File: src/axi_rob_macros.svh
`ifndef AXI_ROB_MACROS_SVH
`define AXI_ROB_MACROS_SVH

// ==================================================
// Field widths shared by the source and sink sides
// ==================================================

// The ID must be wide enough to carry a read slot index
`define AXI_ROB_ID_W 4
`define AXI_ROB_USER_W 4
`define AXI_ROB_ADDR_W 16
`define AXI_ROB_DATA_W 32

// Burst length is encoded as beats minus one
`define AXI_ROB_LEN_W 2

// ==================================================
// Buffer depths
// ==================================================

// Slot counts are powers of two so the ring pointers wrap by themselves
`define AXI_ROB_WR_ENTRIES 8
`define AXI_ROB_RD_ENTRIES 16
`define AXI_ROB_FIFO_DEPTH 4

`endif

File: src/axi_rob_pkg.sv
`default_nettype none

`include "axi_rob_macros.svh"

package axi_rob_pkg;

    // Basic field types, shared by every channel struct
    typedef logic [`AXI_ROB_ID_W-1:0] axi_id_t;
    typedef logic [`AXI_ROB_USER_W-1:0] axi_user_t;
    typedef logic [`AXI_ROB_ADDR_W-1:0] axi_addr_t;
    typedef logic [`AXI_ROB_DATA_W-1:0] axi_data_t;
    typedef logic [`AXI_ROB_LEN_W-1:0] axi_len_t;
    typedef logic [1:0] axi_resp_t;

    // Response codes, as on a normal AXI bus
    localparam axi_resp_t resp_okay = 2'b00;
    localparam axi_resp_t resp_slverr = 2'b10;

    // Write request, always a single beat
    typedef struct packed {
        axi_id_t id;
        axi_user_t user;
        axi_addr_t addr;
    } axi_aw_t;

    // Write data beat
    typedef struct packed {
        axi_data_t data;
        logic last;
    } axi_w_t;

    // Write response
    typedef struct packed {
        axi_id_t id;
        axi_user_t user;
        axi_resp_t resp;
    } axi_b_t;

    // Read request, len + 1 beats
    typedef struct packed {
        axi_id_t id;
        axi_user_t user;
        axi_addr_t addr;
        axi_len_t len;
    } axi_ar_t;

    // Read data beat
    typedef struct packed {
        axi_id_t id;
        axi_user_t user;
        axi_data_t data;
        axi_resp_t resp;
        logic last;
    } axi_r_t;

    // The source tag saved in a reorder slot and put back on the response
    typedef struct packed {
        axi_id_t id;
        axi_user_t user;
    } axi_meta_t;

endpackage

`default_nettype wire

File: src/flow_fifo.sv
`timescale 1ns/1ps
`default_nettype none

// Small valid/ready FIFO. The output is taken straight from the storage
// registers, so nothing passes combinationally from input to output
module flow_fifo
#(
    parameter int DEPTH = 4,
    parameter type data_t = logic
)
(
    input  logic  mem_source,
    input  logic  reset,

    input  logic  in_valid,
    input  data_t in_data,
    output logic  in_ready,
    output logic  almost_full,

    output logic  out_valid,
    output data_t out_data,
    input  logic  out_ready
);

    localparam int PTR_W = (DEPTH > 1) ? $clog2(DEPTH) : 1;
    localparam int CNT_W = $clog2(DEPTH + 1);

    typedef logic [PTR_W-1:0] ptr_t;
    typedef logic [CNT_W-1:0] cnt_t;

    data_t mem [DEPTH];
    ptr_t wr_ptr;
    ptr_t rd_ptr;
    cnt_t count;
    logic push;
    logic pop;

    // Step a pointer around the ring, whatever the depth is
    function automatic ptr_t next_ptr(input ptr_t ptr);
        return (ptr == ptr_t'(DEPTH - 1)) ? '0 : ptr + ptr_t'(1);
    endfunction

    assign push = in_valid && in_ready;
    assign pop = out_valid && out_ready;

    assign in_ready = (count != cnt_t'(DEPTH));

    // Raised with two or fewer slots left. That leaves room for a push
    // already in flight when the producer sees the flag
    assign almost_full = ((cnt_t'(DEPTH) - count) <= cnt_t'(2));

    assign out_valid = (count != '0);
    assign out_data = mem[rd_ptr];

    always_ff @(posedge mem_source)
    begin
        if (reset)
        begin
            wr_ptr <= '0;
            rd_ptr <= '0;
            count <= '0;
        end
        else
        begin
            if (push)
            begin
                wr_ptr <= next_ptr(wr_ptr);
            end
            if (pop)
            begin
                rd_ptr <= next_ptr(rd_ptr);
            end
            // Count moves only when exactly one side is active
            if (push && !pop)
            begin
                count <= count + cnt_t'(1);
            end
            else if (pop && !push)
            begin
                count <= count - cnt_t'(1);
            end
        end
    end

    always_ff @(posedge mem_source)
    begin
        if (push)
        begin
            mem[wr_ptr] <= in_data;
        end
    end

endmodule

`default_nettype wire

File: src/rob_buffer.sv
`timescale 1ns/1ps
`default_nettype none

// Reorder buffer. Slots are handed out in request order, filled by the sink
// in whatever order it answers, and drained again in request order
module rob_buffer
#(
    parameter int N_ENTRIES = 8,
    parameter int MAX_ALLOC = 1,
    parameter type data_t = logic
)
(
    input  logic                           mem_source,
    input  logic                           reset,

    // Allocation side
    input  logic                           alloc_en,
    input  logic [$clog2(MAX_ALLOC):0]     alloc_cnt,
    input  axi_rob_pkg::axi_meta_t         alloc_meta,
    output logic                           not_full,
    output logic [$clog2(N_ENTRIES)-1:0]   alloc_idx,

    // Fill side, written by the sink responses
    input  logic                           enq_en,
    input  logic [$clog2(N_ENTRIES)-1:0]   enq_idx,
    input  data_t                          enq_data,

    // Drain side
    input  logic                           deq_en,
    output logic                           not_empty,
    output data_t                          first_data,
    output axi_rob_pkg::axi_meta_t         first_meta
);

    localparam int IDX_W = $clog2(N_ENTRIES);
    localparam int CNT_W = IDX_W + 1;

    typedef logic [IDX_W-1:0] idx_t;
    typedef logic [CNT_W-1:0] cnt_t;

    // Ring pointers. N_ENTRIES is a power of two, so they wrap on overflow
    idx_t alloc_ptr;
    idx_t head_ptr;

    // Number of slots not yet allocated
    cnt_t free_cnt;
    cnt_t alloc_amt;
    cnt_t free_amt;

    // One bit per slot, set when the sink has written the slot
    logic [N_ENTRIES-1:0] filled;

    // Slot storage
    data_t data_mem [N_ENTRIES];
    axi_rob_pkg::axi_meta_t meta_mem [N_ENTRIES];

    // ==================================================
    // Status outputs
    // ==================================================

    assign alloc_idx = alloc_ptr;

    // Space for the largest possible allocation is needed, whatever is asked
    assign not_full = (free_cnt >= cnt_t'(MAX_ALLOC));

    // The head may only leave once its own data has arrived
    assign not_empty = filled[head_ptr];

    assign alloc_amt = alloc_en ? cnt_t'(alloc_cnt) : '0;
    assign free_amt = deq_en ? cnt_t'(1) : '0;

    // ==================================================
    // Pointers, free count and filled bits
    // ==================================================

    always_ff @(posedge mem_source)
    begin
        if (reset)
        begin
            alloc_ptr <= '0;
            head_ptr <= '0;
            free_cnt <= cnt_t'(N_ENTRIES);
            filled <= '0;
        end
        else
        begin
            // A multi-beat request claims consecutive slots
            if (alloc_en)
            begin
                alloc_ptr <= alloc_ptr + idx_t'(alloc_cnt);
            end

            if (deq_en)
            begin
                head_ptr <= head_ptr + idx_t'(1);
            end

            free_cnt <= free_cnt - alloc_amt + free_amt;

            // The sink never writes the slot being drained, so the two
            // updates below always touch different bits
            if (enq_en)
            begin
                filled[enq_idx] <= 1'b1;
            end
            if (deq_en)
            begin
                filled[head_ptr] <= 1'b0;
            end
        end
    end

    // ==================================================
    // Storage and registered drain outputs
    // ==================================================

    always_ff @(posedge mem_source)
    begin
        // Meta goes only to the first slot of an allocation
        // Later beats of a burst take their tag from the first one
        if (alloc_en)
        begin
            meta_mem[alloc_ptr] <= alloc_meta;
        end

        if (enq_en)
        begin
            data_mem[enq_idx] <= enq_data;
        end

        // Head entry shows up on the outputs one cycle after the strobe
        if (deq_en)
        begin
            first_data <= data_mem[head_ptr];
            first_meta <= meta_mem[head_ptr];
        end
    end

endmodule

`default_nettype wire

File: src/axi_mem_rob.sv
`timescale 1ns/1ps
`default_nettype none

`include "axi_rob_macros.svh"

// Memory shim that puts out-of-order sink responses back into request order.
// The sink sees reorder slot indices as IDs; the source sees its own IDs
module axi_mem_rob
(
    input  logic                   mem_source,
    input  logic                   reset,

    // Source side
    input  axi_rob_pkg::axi_aw_t   src_aw,
    input  logic                   src_awvalid,
    output logic                   src_awready,
    input  axi_rob_pkg::axi_w_t    src_w,
    input  logic                   src_wvalid,
    output logic                   src_wready,
    output axi_rob_pkg::axi_b_t    src_b,
    output logic                   src_bvalid,
    input  logic                   src_bready,
    input  axi_rob_pkg::axi_ar_t   src_ar,
    input  logic                   src_arvalid,
    output logic                   src_arready,
    output axi_rob_pkg::axi_r_t    src_r,
    output logic                   src_rvalid,
    input  logic                   src_rready,

    // Sink side. Responses have no ready since every slot is reserved
    output axi_rob_pkg::axi_aw_t   snk_aw,
    output logic                   snk_awvalid,
    input  logic                   snk_awready,
    output axi_rob_pkg::axi_w_t    snk_w,
    output logic                   snk_wvalid,
    input  logic                   snk_wready,
    input  axi_rob_pkg::axi_b_t    snk_b,
    input  logic                   snk_bvalid,
    output axi_rob_pkg::axi_ar_t   snk_ar,
    output logic                   snk_arvalid,
    input  logic                   snk_arready,
    input  axi_rob_pkg::axi_r_t    snk_r,
    input  logic                   snk_rvalid
);

    localparam int WR_IDX_W = $clog2(`AXI_ROB_WR_ENTRIES);
    localparam int RD_IDX_W = $clog2(`AXI_ROB_RD_ENTRIES);
    localparam int RD_MAX_ALLOC = 1 << `AXI_ROB_LEN_W;

    typedef logic [WR_IDX_W-1:0] wr_idx_t;
    typedef logic [RD_IDX_W-1:0] rd_idx_t;
    typedef logic [`AXI_ROB_LEN_W:0] rd_cnt_t;

    // ==================================================
    // Write path
    // ==================================================

    logic wr_not_full;
    logic aw_fifo_ready;
    logic wr_not_empty;
    logic wr_deq;
    logic wr_deq_q;
    logic b_almost_full;
    wr_idx_t wr_alloc_idx;
    axi_rob_pkg::axi_resp_t wr_first_data;
    axi_rob_pkg::axi_meta_t wr_first_meta;
    axi_rob_pkg::axi_aw_t aw_slot;
    axi_rob_pkg::axi_b_t b_rsp;

    // A request needs a reorder slot and room in the AW FIFO
    assign src_awready = wr_not_full && aw_fifo_ready;

    // Sink sees the slot index in place of the source ID
    always_comb
    begin
        aw_slot = src_aw;
        aw_slot.id = axi_rob_pkg::axi_id_t'(wr_alloc_idx);
    end

    rob_buffer #(
        .N_ENTRIES(`AXI_ROB_WR_ENTRIES),
        .MAX_ALLOC(1),
        .data_t(axi_rob_pkg::axi_resp_t)
    ) wr_rob (
        .mem_source(mem_source),
        .reset(reset),
        .alloc_en(src_awvalid && src_awready),
        .alloc_cnt(1'b1),
        .alloc_meta('{id: src_aw.id, user: src_aw.user}),
        .not_full(wr_not_full),
        .alloc_idx(wr_alloc_idx),
        .enq_en(snk_bvalid),
        .enq_idx(wr_idx_t'(snk_b.id)),
        .enq_data(snk_b.resp),
        .deq_en(wr_deq),
        .not_empty(wr_not_empty),
        .first_data(wr_first_data),
        .first_meta(wr_first_meta)
    );

    flow_fifo #(.DEPTH(`AXI_ROB_FIFO_DEPTH), .data_t(axi_rob_pkg::axi_aw_t)) aw_fifo (
        .mem_source(mem_source),
        .reset(reset),
        .in_valid(src_awvalid && src_awready),
        .in_data(aw_slot),
        .in_ready(aw_fifo_ready),
        .almost_full(),
        .out_valid(snk_awvalid),
        .out_data(snk_aw),
        .out_ready(snk_awready)
    );

    // Write data does not depend on AW at all
    flow_fifo #(.DEPTH(`AXI_ROB_FIFO_DEPTH), .data_t(axi_rob_pkg::axi_w_t)) w_fifo (
        .mem_source(mem_source),
        .reset(reset),
        .in_valid(src_wvalid),
        .in_data(src_w),
        .in_ready(src_wready),
        .almost_full(),
        .out_valid(snk_wvalid),
        .out_data(snk_w),
        .out_ready(snk_wready)
    );

    // Drain whenever the head is ready and the B FIFO has room.
    // The strobe is delayed one cycle to line up with the buffer outputs
    assign wr_deq = wr_not_empty && !b_almost_full;
    assign b_rsp = '{id: wr_first_meta.id, user: wr_first_meta.user, resp: wr_first_data};

    always_ff @(posedge mem_source)
    begin
        if (reset)
        begin
            wr_deq_q <= 1'b0;
        end
        else
        begin
            wr_deq_q <= wr_deq;
        end
    end

    flow_fifo #(.DEPTH(`AXI_ROB_FIFO_DEPTH), .data_t(axi_rob_pkg::axi_b_t)) b_fifo (
        .mem_source(mem_source),
        .reset(reset),
        .in_valid(wr_deq_q),
        .in_data(b_rsp),
        .in_ready(),
        .almost_full(b_almost_full),
        .out_valid(src_bvalid),
        .out_data(src_b),
        .out_ready(src_bready)
    );

    // ==================================================
    // Read path
    // ==================================================

    logic rd_not_full;
    logic ar_fifo_ready;
    logic rd_not_empty;
    logic rd_deq;
    logic rd_deq_q;
    logic r_almost_full;
    logic rd_sop;
    rd_idx_t rd_alloc_idx;
    rd_idx_t rd_enq_idx;
    rd_cnt_t rd_alloc_cnt;
    logic [`AXI_ROB_LEN_W-1:0] rd_beat_off;
    axi_rob_pkg::axi_r_t rd_first_data;
    axi_rob_pkg::axi_meta_t rd_first_meta;
    axi_rob_pkg::axi_meta_t rd_hold_meta;
    axi_rob_pkg::axi_ar_t ar_slot;
    axi_rob_pkg::axi_r_t r_rsp;

    // The buffer only reports not_full with room for a maximum burst,
    // which covers the len + 1 slots this request takes
    assign src_arready = rd_not_full && ar_fifo_ready;
    assign rd_alloc_cnt = rd_cnt_t'(src_ar.len) + rd_cnt_t'(1);

    always_comb
    begin
        ar_slot = src_ar;
        ar_slot.id = axi_rob_pkg::axi_id_t'(rd_alloc_idx);
    end

    // Beats of a burst arrive in order, so a running offset from the
    // first slot finds each beat's slot
    assign rd_enq_idx = rd_idx_t'(snk_r.id) + rd_idx_t'(rd_beat_off);

    always_ff @(posedge mem_source)
    begin
        if (reset)
        begin
            rd_beat_off <= '0;
        end
        else if (snk_rvalid)
        begin
            rd_beat_off <= snk_r.last ? '0 : rd_beat_off + 1'b1;
        end
    end

    rob_buffer #(
        .N_ENTRIES(`AXI_ROB_RD_ENTRIES),
        .MAX_ALLOC(RD_MAX_ALLOC),
        .data_t(axi_rob_pkg::axi_r_t)
    ) rd_rob (
        .mem_source(mem_source),
        .reset(reset),
        .alloc_en(src_arvalid && src_arready),
        .alloc_cnt(rd_alloc_cnt),
        .alloc_meta('{id: src_ar.id, user: src_ar.user}),
        .not_full(rd_not_full),
        .alloc_idx(rd_alloc_idx),
        .enq_en(snk_rvalid),
        .enq_idx(rd_enq_idx),
        .enq_data(snk_r),
        .deq_en(rd_deq),
        .not_empty(rd_not_empty),
        .first_data(rd_first_data),
        .first_meta(rd_first_meta)
    );

    flow_fifo #(.DEPTH(`AXI_ROB_FIFO_DEPTH), .data_t(axi_rob_pkg::axi_ar_t)) ar_fifo (
        .mem_source(mem_source),
        .reset(reset),
        .in_valid(src_arvalid && src_arready),
        .in_data(ar_slot),
        .in_ready(ar_fifo_ready),
        .almost_full(),
        .out_valid(snk_arvalid),
        .out_data(snk_ar),
        .out_ready(snk_arready)
    );

    assign rd_deq = rd_not_empty && !r_almost_full;

    // Only the first slot of a burst holds valid meta. Capture it there
    // and reuse it for the remaining beats
    always_ff @(posedge mem_source)
    begin
        if (reset)
        begin
            rd_deq_q <= 1'b0;
            rd_sop <= 1'b1;
        end
        else
        begin
            rd_deq_q <= rd_deq;
            if (rd_deq_q)
            begin
                rd_sop <= rd_first_data.last;
            end
        end
    end

    always_ff @(posedge mem_source)
    begin
        if (rd_deq_q && rd_sop)
        begin
            rd_hold_meta <= rd_first_meta;
        end
    end

    always_comb
    begin
        r_rsp = rd_first_data;
        if (rd_sop)
        begin
            r_rsp.id = rd_first_meta.id;
            r_rsp.user = rd_first_meta.user;
        end
        else
        begin
            r_rsp.id = rd_hold_meta.id;
            r_rsp.user = rd_hold_meta.user;
        end
    end

    flow_fifo #(.DEPTH(`AXI_ROB_FIFO_DEPTH), .data_t(axi_rob_pkg::axi_r_t)) r_fifo (
        .mem_source(mem_source),
        .reset(reset),
        .in_valid(rd_deq_q),
        .in_data(r_rsp),
        .in_ready(),
        .almost_full(r_almost_full),
        .out_valid(src_rvalid),
        .out_data(src_r),
        .out_ready(src_rready)
    );

endmodule

`default_nettype wire

File: config.mk
export PLATFORM = sky130hd
export DESIGN_NAME = axi_mem_rob
export DESIGN_NICKNAME = d
export VERILOG_FILES = /design/src/axi_rob_pkg.sv /design/src/flow_fifo.sv /design/src/rob_buffer.sv /design/src/axi_mem_rob.sv
export VERILOG_INCLUDE_DIRS = /design/src
export SDC_FILE = /design/constraint.sdc
export NUM_CORES = 1
export LEC_CHECK = 0
export BUFFER_PORTS_ARGS = -buffer_cell sky130_fd_sc_hd__buf_4
export CAP_MARGIN = 20
export CORE_ASPECT_RATIO = 2
export CORE_MARGIN = 2
export CORE_UTILIZATION = 42
export CTS_BUF_LIST = sky130_fd_sc_hd__clkbuf_8
export DETAILED_ROUTE_END_ITERATION = 10
export HOLD_SLACK_MARGIN = 0.05
export PLACE_DENSITY = 0.64
export SLEW_MARGIN = 40
export SYNTH_ARGS = -nofsm -noshare
export SYNTH_HDL_FRONTEND = slang
export SYNTH_HIERARCHICAL = 1
export SYNTH_SLANG_ARGS = --single-unit
File: constraint.sdc
create_clock -name mem_source -period 12.06 [get_ports mem_source]
set_input_delay 1.206 -clock mem_source [delete_from_list [all_inputs] [get_ports mem_source]]
set_output_delay 1.206 -clock mem_source [all_outputs]
set_load 0.01 [all_outputs]
==> metrics <==
NumNets Final=3220; Vias/cell=5.35; accumulated negative setup slack=0 ns; Final HPWL DP=70600 µm; total power=0.0113 W; sw power=0.00283 W; Hold Crit Class=reg2reg; Max Cap Viol=0; register share of total power=53.4%; routability cong.=0.748; port bufs=282; CP endpoint kind=output port; Cells after Synth=2571; Period minus WS final=4.12 ns; initial antenna violation count=14; Clock Latency Late Sink=0.90 ns; synthesized area per cell=~22 µm²; final setup fails=0; Worst setup SP type=flop; Die Span X=roughly 260 µm; fin crit share=between 30% and 40%; row cnt=between 150 and 200; final hold vios=0; drt wl/cell=between 20 and 25 µm; first-pass GRT wire length=around 170000 µm; GRT Util Overall=17.0%; die area=0.137 mm²; total gr overflow=0; DR iter-0 viols=1962; Ys Warns=6; CP max FO=31; CTS tree=done; clock sinks=about 1500; DRC Markers=0; area occupied by multi-input gates=0.0120 mm²; Net Sw Frac=around a quarter; routed wire length=116000 µm; Reg-to-Reg Start=rd_rob/head_ptr[0]; CTS Hold Bufs=0; Comb pwr share=14.7%; Reg clk slew, reported paths=around 0.06 ns; clk buf depth=3; DIE HEIGHT=521 µm; Root Driver=clkbuf_8; via count=~26000; fmax=242 MHz; Leak=around 21 nW; vias in the first global route=28700; Detail Route Antenna Nets=0; Setup Fix Bufs, Post-CTS=0; Syn-to-layout area delta=14.3%; maximum VDD drop=0.000159 V; Resized Gates After CTS=0; RSZ-0062 raised after global routing=no; fin worst setup slack=7.94 ns; worst-case reg-to-reg path depth=11; Starting Density=between 40% and 50%; Worst Hold Depth=0; WHS=0.456 ns; pin slew with the least headroom to its limit=0.870 ns; Post-Synthesis Cell Area=0.0561 mm²; pwr/cell area=between 150 and 200 mW/mm²; CP required=around 11 ns; max_slew headroom=between 40% and 50%; clock share of power=31.9%; CTS Buf Count=193; 1st-pass router iterations=6; htree depth=4; Place WS=7.88 ns; final count of pins violating max slew=0; share of layout cells above drive strength 1=approximately a third; top-level I/O count=~290; sequential cell area=between 0.04 and 0.05 mm²; Layout Skew=0.0527 ns; Core Region=~0.13 mm²; CP Class=reg2out; R2R Path End=rd_rob/free_cnt[4]; # fillers=10600; largest net degree at the start of global routing=112; flop2flop setup slack=around 8.7 ns; Int Power=0.00846 W; Hold EP=rd_hold_meta[6]; status=complete, no violations; Hold Path Origin=rd_rob/first_meta[6]; utilization after layout=48.3%; CP arrival=a little under 3 ns
power groups by stage:
stage,combinational [W],clock [W],sequential (W)
global route,0.00181,0.00392,0.00605
CTS,0.00170,0.00373,0.00603
finish,0.00166,0.00360,0.00603
global placement,0.00164,0,0.00611
floorplan,0.00111,0,0.00606
detailed placement,0.00169,0,0.00614
area by class of cell:
| type | count | area share, % |
|---|---|---|
| Clock inverter | 155 | 1.61 |
| Sequential cell | 1470 | 67.4 |
| Inverter | 63 | 0.369 |
| Clock buffer | 202 | 4.34 |
| Timing Repair Buffer | 348 | 4.18 |
| Tap cell | 1719 | 3.35 |
| Multi-Input combinational cell | 913 | 18.8 |
| Antenna cell | 6 | 0.0234 |
through the flow:
stage          area (µm²)  std cells
2_1_floorplan       56100       2575
3_3_place_gp        60200       4511
3_5_place_dp        60300       4512
4_1_cts             64100       4869
5_1_grt             64100       4873
6_report            64100       4876
layer usage:
layer	wire (µm)	GRT usage, %
met5	119	0
met4	3470	6.29
met3	7370	4.47
met2	63000	31.4
met1	41800	18.6
critical path, stage by stage (launching register included):
cell and delay [ns]:
dfxtp_2 0.60, buf_4 0.60, mux4_2 0.64, buf_4 0.17
worst max path at each step:
| stage | start | endpoint | slack [ns] | cells past startpoint |
|---|---|---|---|---|
| floorplan | snk_r[39] | rd_rob/data_mem[0][0] | 6.79 | 4 |
| global placement | snk_r[39] | rd_rob/filled[12] | 8.10 | 9 |
| detailed placement | snk_r[39] | rd_rob/filled[4] | 7.88 | 9 |
| CTS | flop | src_r[35] | 7.71 | 3 |
| global route | flop | src_r[35] | 7.62 | 3 |
| finish | flop | src_r[24] | 7.94 | 3 |
sequential cells by signal, summed over array words and instances (netlist names), 5 cells and up, named ones only:
signal,flops
rd_rob/free_cnt,5
wr_rob/meta_mem,64
aw_fifo/mem,96
wr_rob/filled,8
w_fifo/mem,132
ar_fifo/mem,104
r_fifo/mem,172
wr_rob/data_mem,16
wr_rob/first_meta,8
b_fifo/mem,40
rd_rob/first_meta,8
rd_hold_meta,8
rd_rob/filled,16
rd_rob/first_data,35
rd_rob/meta_mem,128
rd_rob/data_mem,560
layout by cell type, fill, tap and decap left out, types with 8 or more instances in the layout:
cell,count
edfxtp_1,1373
buf_4,341
mux4_2,310
clkbuf_8,202
inv_1,116
dfxtp_1,90
a22oi_1,88
nor2_1,82
ha_1,74
nand2_1,61
clkinv_1,39
mux2i_1,31
clkinv_2,31
mux4_1,24
and2_1,21
nor2b_1,21
a311oi_1,19
xor2_1,16
a21oi_1,13
nor2_4,13
mux2_2,11
nand2b_1,11
nor2_2,11
nor3_1,11
fa_1,9
bufinv_16,9
clkinvlp_4,9
o21ai_0,8
mux2_4,8
(Power assumes the default switching activity.)
